--- src/game_pkg.sv ---
package game_pkg;

  // screen position, covers an 800x600 raster with its blanking
  typedef logic [10:0] coord_t;

  // 4 bits each of red, green, blue
  typedef logic [11:0] rgb_t;

  localparam coord_t SCREEN_W = 11'd800;  // visible width, ship is kept inside

  // ship is a solid rectangle on a fixed row
  localparam coord_t SHIP_Y   = 11'd560;
  localparam coord_t SHIP_W   = 11'd32;
  localparam coord_t SHIP_H   = 11'd16;
  localparam rgb_t   SHIP_RGB = 12'h0_c_4;

  // thin vertical bar
  localparam coord_t MISSILE_W   = 11'd2;
  localparam coord_t MISSILE_H   = 11'd8;
  localparam rgb_t   MISSILE_RGB = 12'hf_e_0;

endpackage

--- src/ship_pos_ctl.sv ---
`timescale 1ns/10ps

module ship_pos_ctl #(
  parameter int SHIP_STEP = 4
) (
  input  logic             pclk,
  input  logic             reset_i,
  input  logic             left_i,
  input  logic             right_i,
  input  logic             vblnk_i,
  output logic             frame_tick_o,
  output game_pkg::coord_t ship_x_o
);

  localparam game_pkg::coord_t STEP  = game_pkg::coord_t'(SHIP_STEP);
  localparam game_pkg::coord_t X_MAX = game_pkg::SCREEN_W - game_pkg::SHIP_W;
  localparam game_pkg::coord_t X_MID = X_MAX / 2;

  logic             vblnk_q;
  logic             frame_start;
  game_pkg::coord_t x_next;

  assign frame_start = vblnk_i && !vblnk_q;  // first blank cycle of a frame

  // saturating move, opposing buttons cancel
  always_comb begin
    x_next = ship_x_o;
    if (right_i && !left_i) begin
      if (ship_x_o > X_MAX - STEP) begin
        x_next = X_MAX;
      end else begin
        x_next = ship_x_o + STEP;
      end
    end else if (left_i && !right_i) begin
      if (ship_x_o < STEP) begin
        x_next = '0;
      end else begin
        x_next = ship_x_o - STEP;
      end
    end
  end

  always_ff @(posedge pclk) begin
    if (reset_i) begin
      vblnk_q      <= 1'b0;
      frame_tick_o <= 1'b0;
      ship_x_o     <= X_MID;  // start centred
    end else begin
      vblnk_q      <= vblnk_i;
      frame_tick_o <= frame_start;
      if (frame_start) begin
        ship_x_o <= x_next;  // lands together with the tick
      end
    end
  end

endmodule

--- src/missile_launcher.sv ---
`timescale 1ns/10ps

module missile_launcher #(
  parameter int N_MISSILES = 4
) (
  input  logic                  pclk,
  input  logic                  reset_i,
  input  logic                  fire_i,
  input  game_pkg::coord_t      ship_x_i,
  input  logic [N_MISSILES-1:0] slot_busy_i,
  output logic [N_MISSILES-1:0] launch_o,
  output game_pkg::coord_t      launch_x_o
);

  // offset from ship left edge to the missile's left edge
  localparam game_pkg::coord_t CENTRE_OFS =
    game_pkg::SHIP_W / 2 - game_pkg::MISSILE_W / 2;

  logic                  fire_q;
  logic                  fire_edge;
  logic [N_MISSILES-1:0] free_mask;
  logic [N_MISSILES-1:0] pick;

  assign fire_edge = fire_i && !fire_q;
  assign free_mask = ~slot_busy_i;

  // isolate the lowest free slot, zero when all are taken
  assign pick = free_mask & (~free_mask + N_MISSILES'(1));

  always_ff @(posedge pclk) begin
    if (reset_i) begin
      fire_q   <= 1'b0;
      launch_o <= '0;
    end else begin
      fire_q   <= fire_i;
      launch_o <= {N_MISSILES{fire_edge}} & pick;  // one cycle pulse
    end
  end

  // start position sampled at the press
  always_ff @(posedge pclk) begin
    if (fire_edge) begin
      launch_x_o <= ship_x_i + CENTRE_OFS;
    end
  end

endmodule

--- src/missile_slot.sv ---
`timescale 1ns/10ps

module missile_slot #(
  parameter int MISSILE_STEP = 8
) (
  input  logic             pclk,
  input  logic             reset_i,
  input  logic             launch_i,
  input  game_pkg::coord_t launch_x_i,
  input  logic             frame_tick_i,
  output logic             busy_o,
  output game_pkg::coord_t x_o,
  output game_pkg::coord_t y_o
);

  typedef enum logic {
    IDLE,
    FLYING
  } state_t;

  localparam game_pkg::coord_t STEP    = game_pkg::coord_t'(MISSILE_STEP);
  localparam game_pkg::coord_t START_Y = game_pkg::SHIP_Y - game_pkg::MISSILE_H;

  state_t state;
  logic   at_top;

  assign at_top = y_o < STEP;  // next climb would leave the screen
  assign busy_o = (state == FLYING);

  always_ff @(posedge pclk) begin
    if (reset_i) begin
      state <= IDLE;
    end else begin
      case (state)
        IDLE:    if (launch_i) state <= FLYING;
        FLYING:  if (frame_tick_i && at_top) state <= IDLE;
        default: state <= IDLE;
      endcase
    end
  end

  // position, only meaningful while flying
  always_ff @(posedge pclk) begin
    if (state == IDLE && launch_i) begin
      x_o <= launch_x_i;
      y_o <= START_Y;  // just above the ship
    end else if (state == FLYING && frame_tick_i && !at_top) begin
      y_o <= y_o - STEP;
    end
  end

endmodule

--- src/sprite_overlay.sv ---
`timescale 1ns/10ps

module sprite_overlay #(
  parameter int N_MISSILES = 4
) (
  input  logic                                            pclk,
  input  logic                                            reset_i,
  input  game_pkg::coord_t                                hcount_i,
  input  game_pkg::coord_t                                vcount_i,
  input  logic                                            hsync_i,
  input  logic                                            vsync_i,
  input  logic                                            hblnk_i,
  input  logic                                            vblnk_i,
  input  game_pkg::rgb_t                                  rgb_i,
  input  game_pkg::coord_t                                ship_x_i,
  input  logic [N_MISSILES-1:0]                           slot_busy_i,
  input  logic [N_MISSILES*$bits(game_pkg::coord_t)-1:0] missile_x_i,
  input  logic [N_MISSILES*$bits(game_pkg::coord_t)-1:0] missile_y_i,
  output game_pkg::coord_t                                hcount_o,
  output game_pkg::coord_t                                vcount_o,
  output logic                                            hsync_o,
  output logic                                            vsync_o,
  output logic                                            hblnk_o,
  output logic                                            vblnk_o,
  output game_pkg::rgb_t                                  rgb_o
);

  localparam int CW = $bits(game_pkg::coord_t);

  logic [N_MISSILES-1:0] slot_hit;
  logic                  ship_hit;
  game_pkg::rgb_t        rgb_next;

  // stage 1
  game_pkg::coord_t hcount_q;
  game_pkg::coord_t vcount_q;
  logic             hsync_q;
  logic             vsync_q;
  logic             hblnk_q;
  logic             vblnk_q;
  game_pkg::rgb_t   rgb_q;
  logic             ship_hit_q;
  logic             missile_hit_q;

  assign ship_hit = (hcount_i >= ship_x_i)
                 && (hcount_i <  ship_x_i + game_pkg::SHIP_W)
                 && (vcount_i >= game_pkg::SHIP_Y)
                 && (vcount_i <  game_pkg::SHIP_Y + game_pkg::SHIP_H);

  // one rectangle test per slot, idle slots never hit
  for (genvar k = 0; k < N_MISSILES; k++) begin : g_hit
    game_pkg::coord_t mx;
    game_pkg::coord_t my;
    assign mx = missile_x_i[k*CW +: CW];
    assign my = missile_y_i[k*CW +: CW];
    assign slot_hit[k] = slot_busy_i[k]
                      && (hcount_i >= mx) && (hcount_i < mx + game_pkg::MISSILE_W)
                      && (vcount_i >= my) && (vcount_i < my + game_pkg::MISSILE_H);
  end

  always_ff @(posedge pclk) begin
    if (reset_i) begin
      {hsync_q, vsync_q, hblnk_q, vblnk_q} <= '0;
      {hsync_o, vsync_o, hblnk_o, vblnk_o} <= '0;
      rgb_o                                <= '0;
    end else begin
      {hsync_q, vsync_q, hblnk_q, vblnk_q} <= {hsync_i, vsync_i, hblnk_i, vblnk_i};
      {hsync_o, vsync_o, hblnk_o, vblnk_o} <= {hsync_q, vsync_q, hblnk_q, vblnk_q};
      rgb_o                                <= rgb_next;
    end
  end

  always_ff @(posedge pclk) begin
    hcount_q      <= hcount_i;
    vcount_q      <= vcount_i;
    rgb_q         <= rgb_i;
    ship_hit_q    <= ship_hit;
    missile_hit_q <= |slot_hit;
    hcount_o      <= hcount_q;  // stage 2
    vcount_o      <= vcount_q;
  end

  // missiles sit on top of the ship
  always_comb begin
    rgb_next = rgb_q;
    if (!hblnk_q && !vblnk_q) begin
      if (missile_hit_q) begin
        rgb_next = game_pkg::MISSILE_RGB;
      end else if (ship_hit_q) begin
        rgb_next = game_pkg::SHIP_RGB;
      end
    end
  end

endmodule

--- src/draw_ship.sv ---
`timescale 1ns/10ps

module draw_ship #(
  parameter int N_MISSILES   = 4,
  parameter int SHIP_STEP    = 4,
  parameter int MISSILE_STEP = 8
) (
  input  logic             pclk,
  input  logic             reset_i,
  input  logic             left_i,
  input  logic             right_i,
  input  logic             fire_i,
  input  game_pkg::coord_t hcount_i,
  input  game_pkg::coord_t vcount_i,
  input  logic             hsync_i,
  input  logic             vsync_i,
  input  logic             hblnk_i,
  input  logic             vblnk_i,
  input  game_pkg::rgb_t   rgb_i,
  output game_pkg::coord_t hcount_o,
  output game_pkg::coord_t vcount_o,
  output logic             hsync_o,
  output logic             vsync_o,
  output logic             hblnk_o,
  output logic             vblnk_o,
  output game_pkg::rgb_t   rgb_o
);

  localparam int CW = $bits(game_pkg::coord_t);

  logic                     frame_tick;
  game_pkg::coord_t         ship_x;
  game_pkg::coord_t         launch_x;
  logic [N_MISSILES-1:0]    launch;
  logic [N_MISSILES-1:0]    slot_busy;
  logic [N_MISSILES*CW-1:0] missile_x;  // slot k at bits k*CW
  logic [N_MISSILES*CW-1:0] missile_y;

  ship_pos_ctl #(
    .SHIP_STEP(SHIP_STEP)
  ) i_ship_pos_ctl (
    .pclk        (pclk),
    .reset_i     (reset_i),
    .left_i      (left_i),
    .right_i     (right_i),
    .vblnk_i     (vblnk_i),
    .frame_tick_o(frame_tick),
    .ship_x_o    (ship_x)
  );

  missile_launcher #(
    .N_MISSILES(N_MISSILES)
  ) i_missile_launcher (
    .pclk       (pclk),
    .reset_i    (reset_i),
    .fire_i     (fire_i),
    .ship_x_i   (ship_x),
    .slot_busy_i(slot_busy),
    .launch_o   (launch),
    .launch_x_o (launch_x)
  );

  for (genvar k = 0; k < N_MISSILES; k++) begin : g_slot
    missile_slot #(
      .MISSILE_STEP(MISSILE_STEP)
    ) i_missile_slot (
      .pclk        (pclk),
      .reset_i     (reset_i),
      .launch_i    (launch[k]),
      .launch_x_i  (launch_x),
      .frame_tick_i(frame_tick),
      .busy_o      (slot_busy[k]),
      .x_o         (missile_x[k*CW +: CW]),
      .y_o         (missile_y[k*CW +: CW])
    );
  end

  sprite_overlay #(
    .N_MISSILES(N_MISSILES)
  ) i_sprite_overlay (
    .pclk       (pclk),
    .reset_i    (reset_i),
    .hcount_i   (hcount_i),
    .vcount_i   (vcount_i),
    .hsync_i    (hsync_i),
    .vsync_i    (vsync_i),
    .hblnk_i    (hblnk_i),
    .vblnk_i    (vblnk_i),
    .rgb_i      (rgb_i),
    .ship_x_i   (ship_x),
    .slot_busy_i(slot_busy),
    .missile_x_i(missile_x),
    .missile_y_i(missile_y),
    .hcount_o   (hcount_o),
    .vcount_o   (vcount_o),
    .hsync_o    (hsync_o),
    .vsync_o    (vsync_o),
    .hblnk_o    (hblnk_o),
    .vblnk_o    (vblnk_o),
    .rgb_o      (rgb_o)
  );

endmodule

--- config.mk ---
export PLATFORM = sky130hd
export DESIGN_NAME = draw_ship
export DESIGN_NICKNAME = d
export VERILOG_FILES = /design/src/game_pkg.sv /design/src/ship_pos_ctl.sv /design/src/missile_launcher.sv /design/src/missile_slot.sv /design/src/sprite_overlay.sv /design/src/draw_ship.sv
export SDC_FILE = /design/constraint.sdc
export NUM_CORES = 1
export LEC_CHECK = 0
export BUFFER_PORTS_ARGS = -buffer_cell sky130_fd_sc_hd__buf_4
export CORE_UTILIZATION = 40
export DETAILED_ROUTE_END_ITERATION = 10
export GPL_ROUTABILITY_DRIVEN = 0
export GPL_TIMING_DRIVEN = 0
export PLACE_DENSITY = 0.6
export SYNTH_ARGS = -nofsm -noshare
export SYNTH_HDL_FRONTEND = slang
export SYNTH_SLANG_ARGS = --single-unit
--- constraint.sdc ---
create_clock -name pclk -period 4.8 [get_ports pclk]
set_input_delay 0.24 -clock pclk [delete_from_list [all_inputs] [get_ports pclk]]
set_output_delay 0.24 -clock pclk [all_outputs]
set_load 0.02 [all_outputs]
Yosys cells after proc, flatten, opt, wreduce, memory -nomap -nowiden
Cells that the tools add are included.
{"block": "word_totals", "ff_bits": 198, "word_cells": 155, "input_bits": 43}
{"block": "op_classes", "mux": 19, "magnitude_cmp": 26, "n_reduce_logical": 52, "bitwise_logic": 8, "addsub": 17}
{"op": "greater-or-equal comparator 11 bit", "count": 9}
{"op": "< comparator 11 bit", "count": 9}
{"op": "adder 11 x 4 -> 11 bit, second input constant", "count": 5}
{"op": "adder 11 x 2 -> 11 bit, second input constant", "count": 4}
{"op": "< comparator 11 x 4 -> 1 bit, second input constant", "count": 4}
{"op": "2-to-1 mux 11 bit", "count": 4}
{"op": "subtractor 11 x 4 -> 11 bit, second input constant", "count": 4}
{"op": "logical AND 1 bit", "count": 40}
{"op": "2-to-1 mux 12 bit", "count": 3}
{"op": "adder 11 x 3 -> 11 bit, second input constant", "count": 1}
{"op": "adder 11 x 6 -> 11 bit, second input constant", "count": 1}
{"op": "greater-or-equal comparator 11 x 10 -> 1 bit, second input constant", "count": 1}
{"op": "> comparator 11 x 10 -> 1 bit, second input constant", "count": 1}
{"op": "< comparator 11 x 10 -> 1 bit, second input constant", "count": 1}
{"op": "< comparator 11 x 3 -> 1 bit, second input constant", "count": 1}
{"op": "subtractor 11 x 3 -> 11 bit, second input constant", "count": 1}
{"op": "logical NOT 1 bit", "count": 9}
{"op": "bitwise AND 4 bit", "count": 2}
{"op": "2-to-1 mux 1 bit", "count": 8}
{"op": "NOT 4 bit", "count": 2}
{"op": "one-hot mux 1 bit (2 select lines)", "count": 4}
{"op": "adder 4 x 1 -> 4 bit, second input constant", "count": 1}
{"op": "NOT 1 bit", "count": 4}
{"op": "OR reduction 4 bit", "count": 1}
{"op": "2 further kinds", "count": 2}

Logic depth before layout (Yosys ltp)
Gate-level depths: netlist of run 1.
{"block": "logic_depth", "ltp_word": 6, "mapped_depth": 10, "ltp_nobuf": 10}

Hierarchy
A second synthesis of run 1 with hierarchy kept.
{"block": "hier_totals", "hier_cells": 1200, "hier_area_um2": 11817.6}
{"mod": "sprite_overlay", "n_inst": 1, "cells_each": 777, "area_per_inst_um2": 6886.6, "seq_area_each_um2": 1561.5}
{"mod": "missile_slot", "n_inst": 4, "cells_each": 67, "area_per_inst_um2": 847.1, "seq_area_each_um2": 510.5}
{"mod": "ship_pos_ctl", "n_inst": 1, "cells_each": 104, "area_per_inst_um2": 890.9, "seq_area_each_um2": 220.2}
{"mod": "missile_launcher", "n_inst": 1, "cells_each": 51, "area_per_inst_um2": 651.9, "seq_area_each_um2": 430.4}

Worst setup path before layout of run 1
Ideal clock, no wire load.
{"block": "synth_path", "path_kind": "reg2reg", "from": "reg g_slot[3].i_missile_slot.x_o[6]", "to": "reg i_sprite_overlay.missile_hit_q", "path_buffers": 0, "setup_ns": 0.064, "stages_incl_launch_ff": 11, "t_arrival_ns": 2.174, "setup_slack_ns": 2.562, "synth_period_minus_slack_ns": 2.238, "cell_sequence": "edfxtp_1 > inv_1 > nor4_1 > nand4_1 > xnor2_1 > ha_1 > a221oi_1 > o2111ai_1 > a211oi_1 > nand4_1 > nand4_1"}
{"block": "synth_between", "elab_chain_cells": 6, "elab_cells_between_ends": 8}
{"element": "from (decl)", "line": "missile_slot.sv:12", "source": "output game_pkg::coord_t x_o,"}
{"element": "from (signal assigned)", "line": "missile_slot.sv:45", "source": "x_o <= launch_x_i;"}
{"element": "adder 11 x 2 -> 11 bit or greater-or-equal comparator 11 bit (tied branches)", "line": "sprite_overlay.sv:57", "source": "&& (hcount_i >= mx) && (hcount_i < mx + game_pkg::MISSILE_W)"}
{"element": "< comparator 11 bit or logical AND 1 bit (tied branches)", "line": "sprite_overlay.sv:57"}
{"element": "logical AND 1 bit *", "line": "sprite_overlay.sv:57"}
{"element": "logical AND 1 bit * (2 in series)", "line": "sprite_overlay.sv:58", "source": "&& (vcount_i >= my) && (vcount_i < my + game_pkg::MISSILE_H);"}
{"element": "OR reduction 4 bit *", "line": "sprite_overlay.sv:78", "source": "missile_hit_q <= |slot_hit;"}
{"element": "to (signal assigned)", "line": "sprite_overlay.sv:78"}
{"element": "to (decl)", "line": "sprite_overlay.sv:43", "source": "logic missile_hit_q;"}
Mark *: on every way between the ends. The rest lies on a longest branch, timed or not.
A chain may end at the register's enable or synchronous reset.

Worst setup path after layout of run 1
{"block": "layout_path", "from": "reg g_slot[1].i_missile_slot.x_o[4]", "to": "reg i_sprite_overlay.missile_hit_q"}
{"block": "layout_between", "elab_chain_cells": 6, "elab_cells_between_ends": 8}
{"element": "from (decl)", "line": "missile_slot.sv:12"}
{"element": "from (signal assigned)", "line": "missile_slot.sv:45"}
{"element": "adder 11 x 2 -> 11 bit or greater-or-equal comparator 11 bit (tied branches)", "line": "sprite_overlay.sv:57"}
{"element": "< comparator 11 bit or logical AND 1 bit (tied branches)", "line": "sprite_overlay.sv:57"}
{"element": "logical AND 1 bit *", "line": "sprite_overlay.sv:57"}
{"element": "logical AND 1 bit * (2 in series)", "line": "sprite_overlay.sv:58"}
{"element": "OR reduction 4 bit *", "line": "sprite_overlay.sv:78"}
Marks and branches as above.

==> impl_metrics.py, run 1 <==
metrics = {
    "run_status": {
        "status": "complete, no violations",
    },
    "floorplanning": {
        "die-area_sq_um": 25700,
        "coreArea_sq_um": 24500,
        "die_width_microns": 160,
        "rows": 57,
        "start_util_pct": 41.0,
        "io_pins": 81,
        "die_h_microns": 160,
    },
    "grt": {
        "grt-ovfl-total": 0,
        "grt_pass1_wl_mm": 38.4,
        "grt_usage_pct": 19.2,
        "grt_max_degree": 19,
        "grt_pass1_vias": 7486,
        "antenna_found_initial": 0,
    },
    "critical_path": {
        "rr_worst_depth": 10,
        "cp.arrival_ns": 3.36,
        "worst_path_largest_cell_delay_ns": 0.45,
        "critPathLaunchType": "flop",
        "cp_common_cell": "nand4_1",
        "worstSetupEndpointType": "flop",
        "crit_required_ns": 5.15,
        "worstPathMaxFanout": 4,
        "critPathKind": "reg -> reg",
        "path_cells": "inv_1 > nor4_1 > nand4_1 > xnor2_1 > ha_1 > a22oi_1 > nand3_1 > o41ai_1 > nand4b_1 > nand4_1",
        "cp_slowest_cell": "nor4_1",
    },
    "clock_network": {
        "cts_sinks": 174,
        "cts_tree": "yes",
        "clk_path_buf_depth": 2,
        "cts-buffers-inserted": 17,
        "h-tree-depth": 4,
        "clk_root_buffer_cell": "clkbuf_16",
        "clk_pin_slew_ns": 0.08,
        "clk_latency_ns": 0.44,
    },
    "timing": {
        "period_share_pct": 62.7,
        "fmax_ghz": 0.332,
        "worst_pin_slew_ns": 1.28,
        "finalWorstSetupSlack_ns": 1.79,
        "rsz0062_at_grt": "no",
        "relSlewSlack_pct": 14.6,
        "finalClockSkew_ns": 0.0144,
        "setup_violations": 0,
        "drv_slew": 0,
        "post-route-min-period_ns": 3.01,
        "hold_viol": 0,
        "finalSetupTns_ns": 0,
    },
    "detailed_routing": {
        "routed_via_density": 5.23,
        "wl_per_cell_microns": 16.1,
        "drt-total-wl_mm": 24.1,
        "first_pass_iters": 4,
        "antenna_left": 0,
        "drcViolationCount": 0,
        "drt-initial-drc-count": 412,
        "num_vias": 7814,
    },
    "pwr": {
        "ir_drop_v": 0.000201,
        "p_total_mw": 3.54,
        "power_density_nw_per_um2": 300,
        "p_leak_nw": 5.07,
    },
    "place": {
        "dp_cells": 1442,
        "place_hpwl_mm": 17.9,
        "portBuffers": 80,
        "preCtsSetupSlack_ns": 1.92,
    },
    "cells_and_area": {
        "regArea_sq_um": 3930,
        "multi_input_area_sq_um": 5620,
        "fin_cells": 1494,
        "n_antenna_cell": 0,
        "nets": 1374,
        "final_cell_mix": "ha_1 (174), dfxtp_1 (129), inv_1 (110), xnor2_1 (84), buf_4 (80)",
        "syn2layout_area_growth_pct": 17.7,
        "final_common_cell": "ha_1",
        "drive_above_1_share_pct": 10.3,
        "fillerInstances": 2386,
    },
    "yosys": {
        "synth_edf_count": 45,
        "yosys_warnings": 0,
        "avgSynthCellArea_sq_um": 9.66,
        "syn-num-nets": 1255,
        "synth_seq_cells": 174,
        "yosysSeqAreaShare_pct": 39.2,
        "synth_cell_types": 57,
        "synthCells": 1038,
        "synthArstFlopShare_pct": 0,
        "netlist_area_sq_um": 10000,
        "synth_ff_type": "dfxtp_1",
    },
    "worst_hold_path": {
        "hold_path_class": "in -> reg",
        "hold_depth": 2,
    },
    "job": {
        "maxCapViolCount": 0,
    },
}
## per-layer routing
layer	GRT usage [%]	part of all wire, %	vias up
met5	0	0	-
met4	4.81	1.2	0
met3	3.25	3.7	22
met2	32.1	46	156
met1	25.8	49	3680
li1	-	-	3956
## timing repair
action,in CTS,in global routing
endpoints found under the hold margin,20,0
hold buffers,20,0
setup buffers,0,0
resized for setup,0,0
## critical path, delay by kind of cell, from the launching register on
kind / cells / cell delay, ns
XOR/XNOR: 1 / 0.30
buffers and inverters: 1 / 0.10
flip-flops: 1 / 0.41
AO/OA/AOI/OAI: 2 / 0.60
adder cells (fa/ha/maj): 1 / 0.35
AND/OR/NAND/NOR: 5 / 1.16
## metrics by stage
stage | hold WS (ns) | area [sq um] | util, %
4_1_cts | 0.00564 | 11800 | 48.3
2_1_floorplan | 0.268 | 10000 | -
3_3_place_gp | 0.310 | 11000 | 45.1
5_1_grt | 0.0167 | 11800 | 48.3
6_report | 0.0182 | 11800 | 48.3
3_5_place_dp | 0.312 | 11000 | 45.1
## worst paths after layout
check,slack [ns],from,end
hold reg to reg,0.33,i_sprite_overlay.vcount_q[5],i_sprite_overlay.vcount_o[5]
setup / recovery,1.79,g_slot[1].i_missile_slot.x_o[4],i_sprite_overlay.missile_hit_q
hold / removal,0.02,vsync_i,i_sprite_overlay.vsync_q
setup reg to reg,1.79,g_slot[1].i_missile_slot.x_o[4],i_sprite_overlay.missile_hit_q
## state kept, by name (all words and copies together), names as in the netlist, 4 cells and up
register                       cells
g_slot.i_missile_slot.busy_o       4
g_slot.i_missile_slot.x_o         36
g_slot.i_missile_slot.y_o         32
i_missile_launcher.launch_o        4
i_missile_launcher.launch_x_o      9
i_ship_pos_ctl.ship_x_o            9
i_sprite_overlay.hcount_o         11
i_sprite_overlay.hcount_q         11
i_sprite_overlay.rgb_o            12
i_sprite_overlay.rgb_q            12
i_sprite_overlay.vcount_o         11
i_sprite_overlay.vcount_q         11
## cell usage after synthesis, drive strengths merged (3+ instances only)
master	count	area, sq um
nor3	28	140
o21a	7	52.6
nand3	39	195
clkbuf	12	45.0
a21oi	51	255
and4	4	37.5
o211ai	6	45.0
nor2b	15	93.8
ha	174	2180
nand4	34	213
nor4	14	87.6
o21ai	42	210
nand2	56	210
buf	3	18.8
o2111ai	9	78.8
dfxtp	129	2580
a22oi	3	22.5
edfxtp	45	1350
a211oi	20	150
nand4b	3	26.3
xnor2	84	736
a31oi	10	62.6
a21o	9	67.6
nor2	67	251
nand2b	9	56.3
and3	14	87.6
inv	110	413
o21bai	3	22.5
## report_power, final
| group | internal [mW] | switching, mW |
|---|---|---|
| clock network | 0.693 | 0.674 |
| logic | 0.233 | 0.309 |
| registers | 1.57 | 0.0550 |
## kinds of logic after synthesis
logic type      count (synthesis)  share of synthesized area, %
buf+inv                       125                          4.75
fa+ha+maj                     174                          21.7
mux                             2                         0.200
xor+xnor                       84                          7.33
flops                         174                          39.2
compound gates                182                          11.7
simple gates                  297                          15.1
## final cells by class
| cell class | instances | area share (%) |
|---|---|---|
| clock inverter | 15 | 1.21 |
| buffer | 15 | 0.541 |
| inverter | 110 | 3.50 |
| multi-input combinational | 739 | 47.6 |
| tap | 324 | 3.43 |
| clock buffer | 17 | 3.60 |
| sequential | 174 | 33.3 |
| timing repair buffer | 100 | 6.78 |
No activity file was read; power rests on OpenSTA's default activity.
==> inputs of run 2 (changes only) <==
- clock period: 4.8 -> 2.88 ns (I/O delays scaled with it)
==> run 2 against run 1 <==
Clock skew is essentially flat; total power grew 67%; final cell count grew 1.3%; utilization grew 1.1 points; sequential power grew 67%; non-clock buffer count grew 20; combinational power grew 72%; critical path depth is the same; flip-flop and latch count is the same; die area is the same; largest cell class unchanged; count of clock-buffer cells in the layout is the same; via count grew 0.22%.
==> impl_metrics.py, run 2 (same netlist as run 1, synthesis figures left out) <==
metrics = {
    "run_status": {
        "status": "complete, no violations",
    },
    "place": {
        "portBuffers": 80,
        "place_area_sq_um": 11000,
        "place_hpwl_mm": 17.9,
    },
    "cells_and_area": {
        "n_antenna_cell": 0,
        "largestRegisters": "g_slot.i_missile_slot.x_o: 36 flops, g_slot.i_missile_slot.y_o: 32 flops",
        "largest_register": "g_slot.i_missile_slot.x_o",
        "largest_register_ffs": 36,
        "final_area_sq_um": 12100,
        "final_cell_mix": "ha_1 (174), dfxtp_1 (127), inv_1 (110), xnor2_1 (84), buf_4 (80)",
        "final_common_cell": "ha_1",
        "drive_above_1_share_pct": 10.9,
        "nets": 1394,
        "multi_input_area_sq_um": 5690,
        "syn2layout_area_growth_pct": 20.4,
        "fillerInstances": 2359,
        "regArea_sq_um": 3940,
    },
    "floorplanning": {
        "die_h_microns": 160,
        "io_pins": 81,
        "die-area_sq_um": 25700,
        "rows": 57,
        "start_util_pct": 41.0,
        "die_width_microns": 160,
        "coreArea_sq_um": 24500,
    },
    "detailed_routing": {
        "drcViolationCount": 0,
        "num_vias": 7831,
        "drt-initial-drc-count": 436,
        "antenna_left": 0,
        "first_pass_iters": 5,
        "routed_via_density": 5.17,
        "wl_per_cell_microns": 16.1,
        "drt-total-wl_mm": 24.4,
    },
    "worst_hold_path": {
        "hold_path_class": "in -> reg",
    },
    "grt": {
        "grt_pass1_wl_mm": 38.9,
        "grt-ovfl-total": 0,
        "antenna_found_initial": 0,
        "grt_max_degree": 19,
        "grt_pass1_vias": 7592,
        "grt_usage_pct": 19.5,
    },
    "critical_path": {
        "critPathKind": "reg -> reg",
        "worstPathMaxFanout": 4,
        "critPathBufInv": 1,
        "worstSetupEndpointType": "flop",
        "path_cells": "inv_1 > nor4_4 > nand4_1 > xnor2_1 > ha_1 > a22oi_1 > nand3_1 > o41ai_2 > nand4b_1 > nand4_1",
        "crit_required_ns": 3.23,
        "worst_path_largest_cell_delay_ns": 0.41,
        "cp_slowest_cell": "edfxtp_1",
        "cp_common_cell": "nand4_1",
        "critPathLaunchType": "flop",
        "cp.arrival_ns": 3.13,
        "cpLargestDelayFamily": "simple AND/OR/NAND/NOR gates",
    },
    "timing": {
        "post-route-min-period_ns": 2.79,
        "drv_slew": 0,
        "period_share_pct": 96.7,
        "setup_violations": 0,
        "worst_pin_slew_ns": 1.28,
        "relSlewSlack_pct": 14.5,
        "holdWs_ns": 0.124,
        "finalClockSkew_ns": 0.0139,
        "hold_viol": 0,
        "fmax_ghz": 0.359,
    },
    "clock_network": {
        "cts_sinks": 174,
        "clk_root_buffer_cell": "clkbuf_16",
        "cts-buffers-inserted": 17,
        "cts_tree": "yes",
        "clk_latency_ns": 0.44,
        "postCtsSetupBuffers": 0,
        "clk_path_buf_depth": 2,
        "h-tree-depth": 4,
        "clk_pin_slew_ns": 0.07,
    },
    "pwr": {
        "sw_frac_of_total_pct": 29.3,
        "internal_power_mw": 4.19,
        "power_frac_comb_pct": 15.8,
        "ir_drop_v": 0.000335,
        "power_frac_clock_pct": 38.4,
        "power_density_nw_per_um2": 490,
        "p_leak_nw": 5.17,
        "pwr-share-seq_pct": 45.9,
        "switching_power_mw": 1.73,
    },
    "job": {
        "maxCapViolCount": 0,
    },
}
run 2: layout make-up:
| type | count | share of cell area [%] |
|---|---|---|
| multi-input combinational | 739 | 47.1 |
| clock inverter | 15 | 1.18 |
| inverter | 110 | 3.42 |
| sequential | 174 | 32.6 |
| clock buffer | 17 | 3.52 |
| tap | 324 | 3.36 |
| timing repair buffer | 120 | 8.29 |
| buffer | 15 | 0.528 |
run 2: path summary, 6_finish.rpt:
| kind | startpoint | endpoint | slack [ns] | cells after the start |
|---|---|---|---|---|
| setup reg to reg | g_slot[1].i_missile_slot.x_o[4] | i_sprite_overlay.missile_hit_q | 0.09 | 10 |
| hold reg to reg | i_sprite_overlay.vcount_q[5] | i_sprite_overlay.vcount_o[5] | 0.32 | 0 |
| hold / removal | vblnk_i | i_ship_pos_ctl.frame_tick_o | 0.12 | 3 |
| setup / recovery | g_slot[1].i_missile_slot.x_o[4] | i_sprite_overlay.missile_hit_q | 0.09 | 10 |
run 2: what timing repair did:
item / 4_1_cts / 5_1_grt
hold endpoints to repair: 40 / 0
endpoints found under the setup margin: 1 / 2
hold buffers: 40 / 0
resized for setup: 3 / 9
run 2: stage by stage:
stage	setup WS [ns]	util, %	total power, mW	setup TNS, ns	cells
2_1_floorplan	0.642	-	3.31	0	1038
3_3_place_gp	-0.0186	45.1	3.63	-0.0186	1442
3_5_place_dp	0.00426	45.1	3.65	0	1442
4_1_cts	0.0556	49.2	5.97	0	1514
5_1_grt	-0.00326	49.4	6.22	-0.00326	1514
6_report	0.0936	49.4	5.92	0	1514
run 2: metal layers:
| layer | vias to the layer above | track usage [%] | share of wire [%] |
|---|---|---|---|
| met3 | 24 | 3.20 | 3.7 |
| met2 | 142 | 32.8 | 46 |
| met1 | 3668 | 25.9 | 49 |
| met5 | - | 0 | 0 |
| li1 | 3997 | - | - |
| met4 | 0 | 4.68 | 1.3 |
run 2: power by group through the flow:
stage / sequential [mW] / combinational [mW] / clock (mW)
2_1_floorplan: 2.78 / 0.536 / 0
3_3_place_gp: 2.77 / 0.859 / 0
3_5_place_dp: 2.77 / 0.876 / 0
4_1_cts: 2.72 / 0.929 / 2.32
5_1_grt: 2.73 / 1.06 / 2.42
6_report: 2.72 / 0.933 / 2.27
run 2: tightest hold or removal path: cells and delay by family:
kind | cells | cell delay [ns]
buffers and inverters | 1 | 0.12
and+or+nand+nor | 2 | 0.25
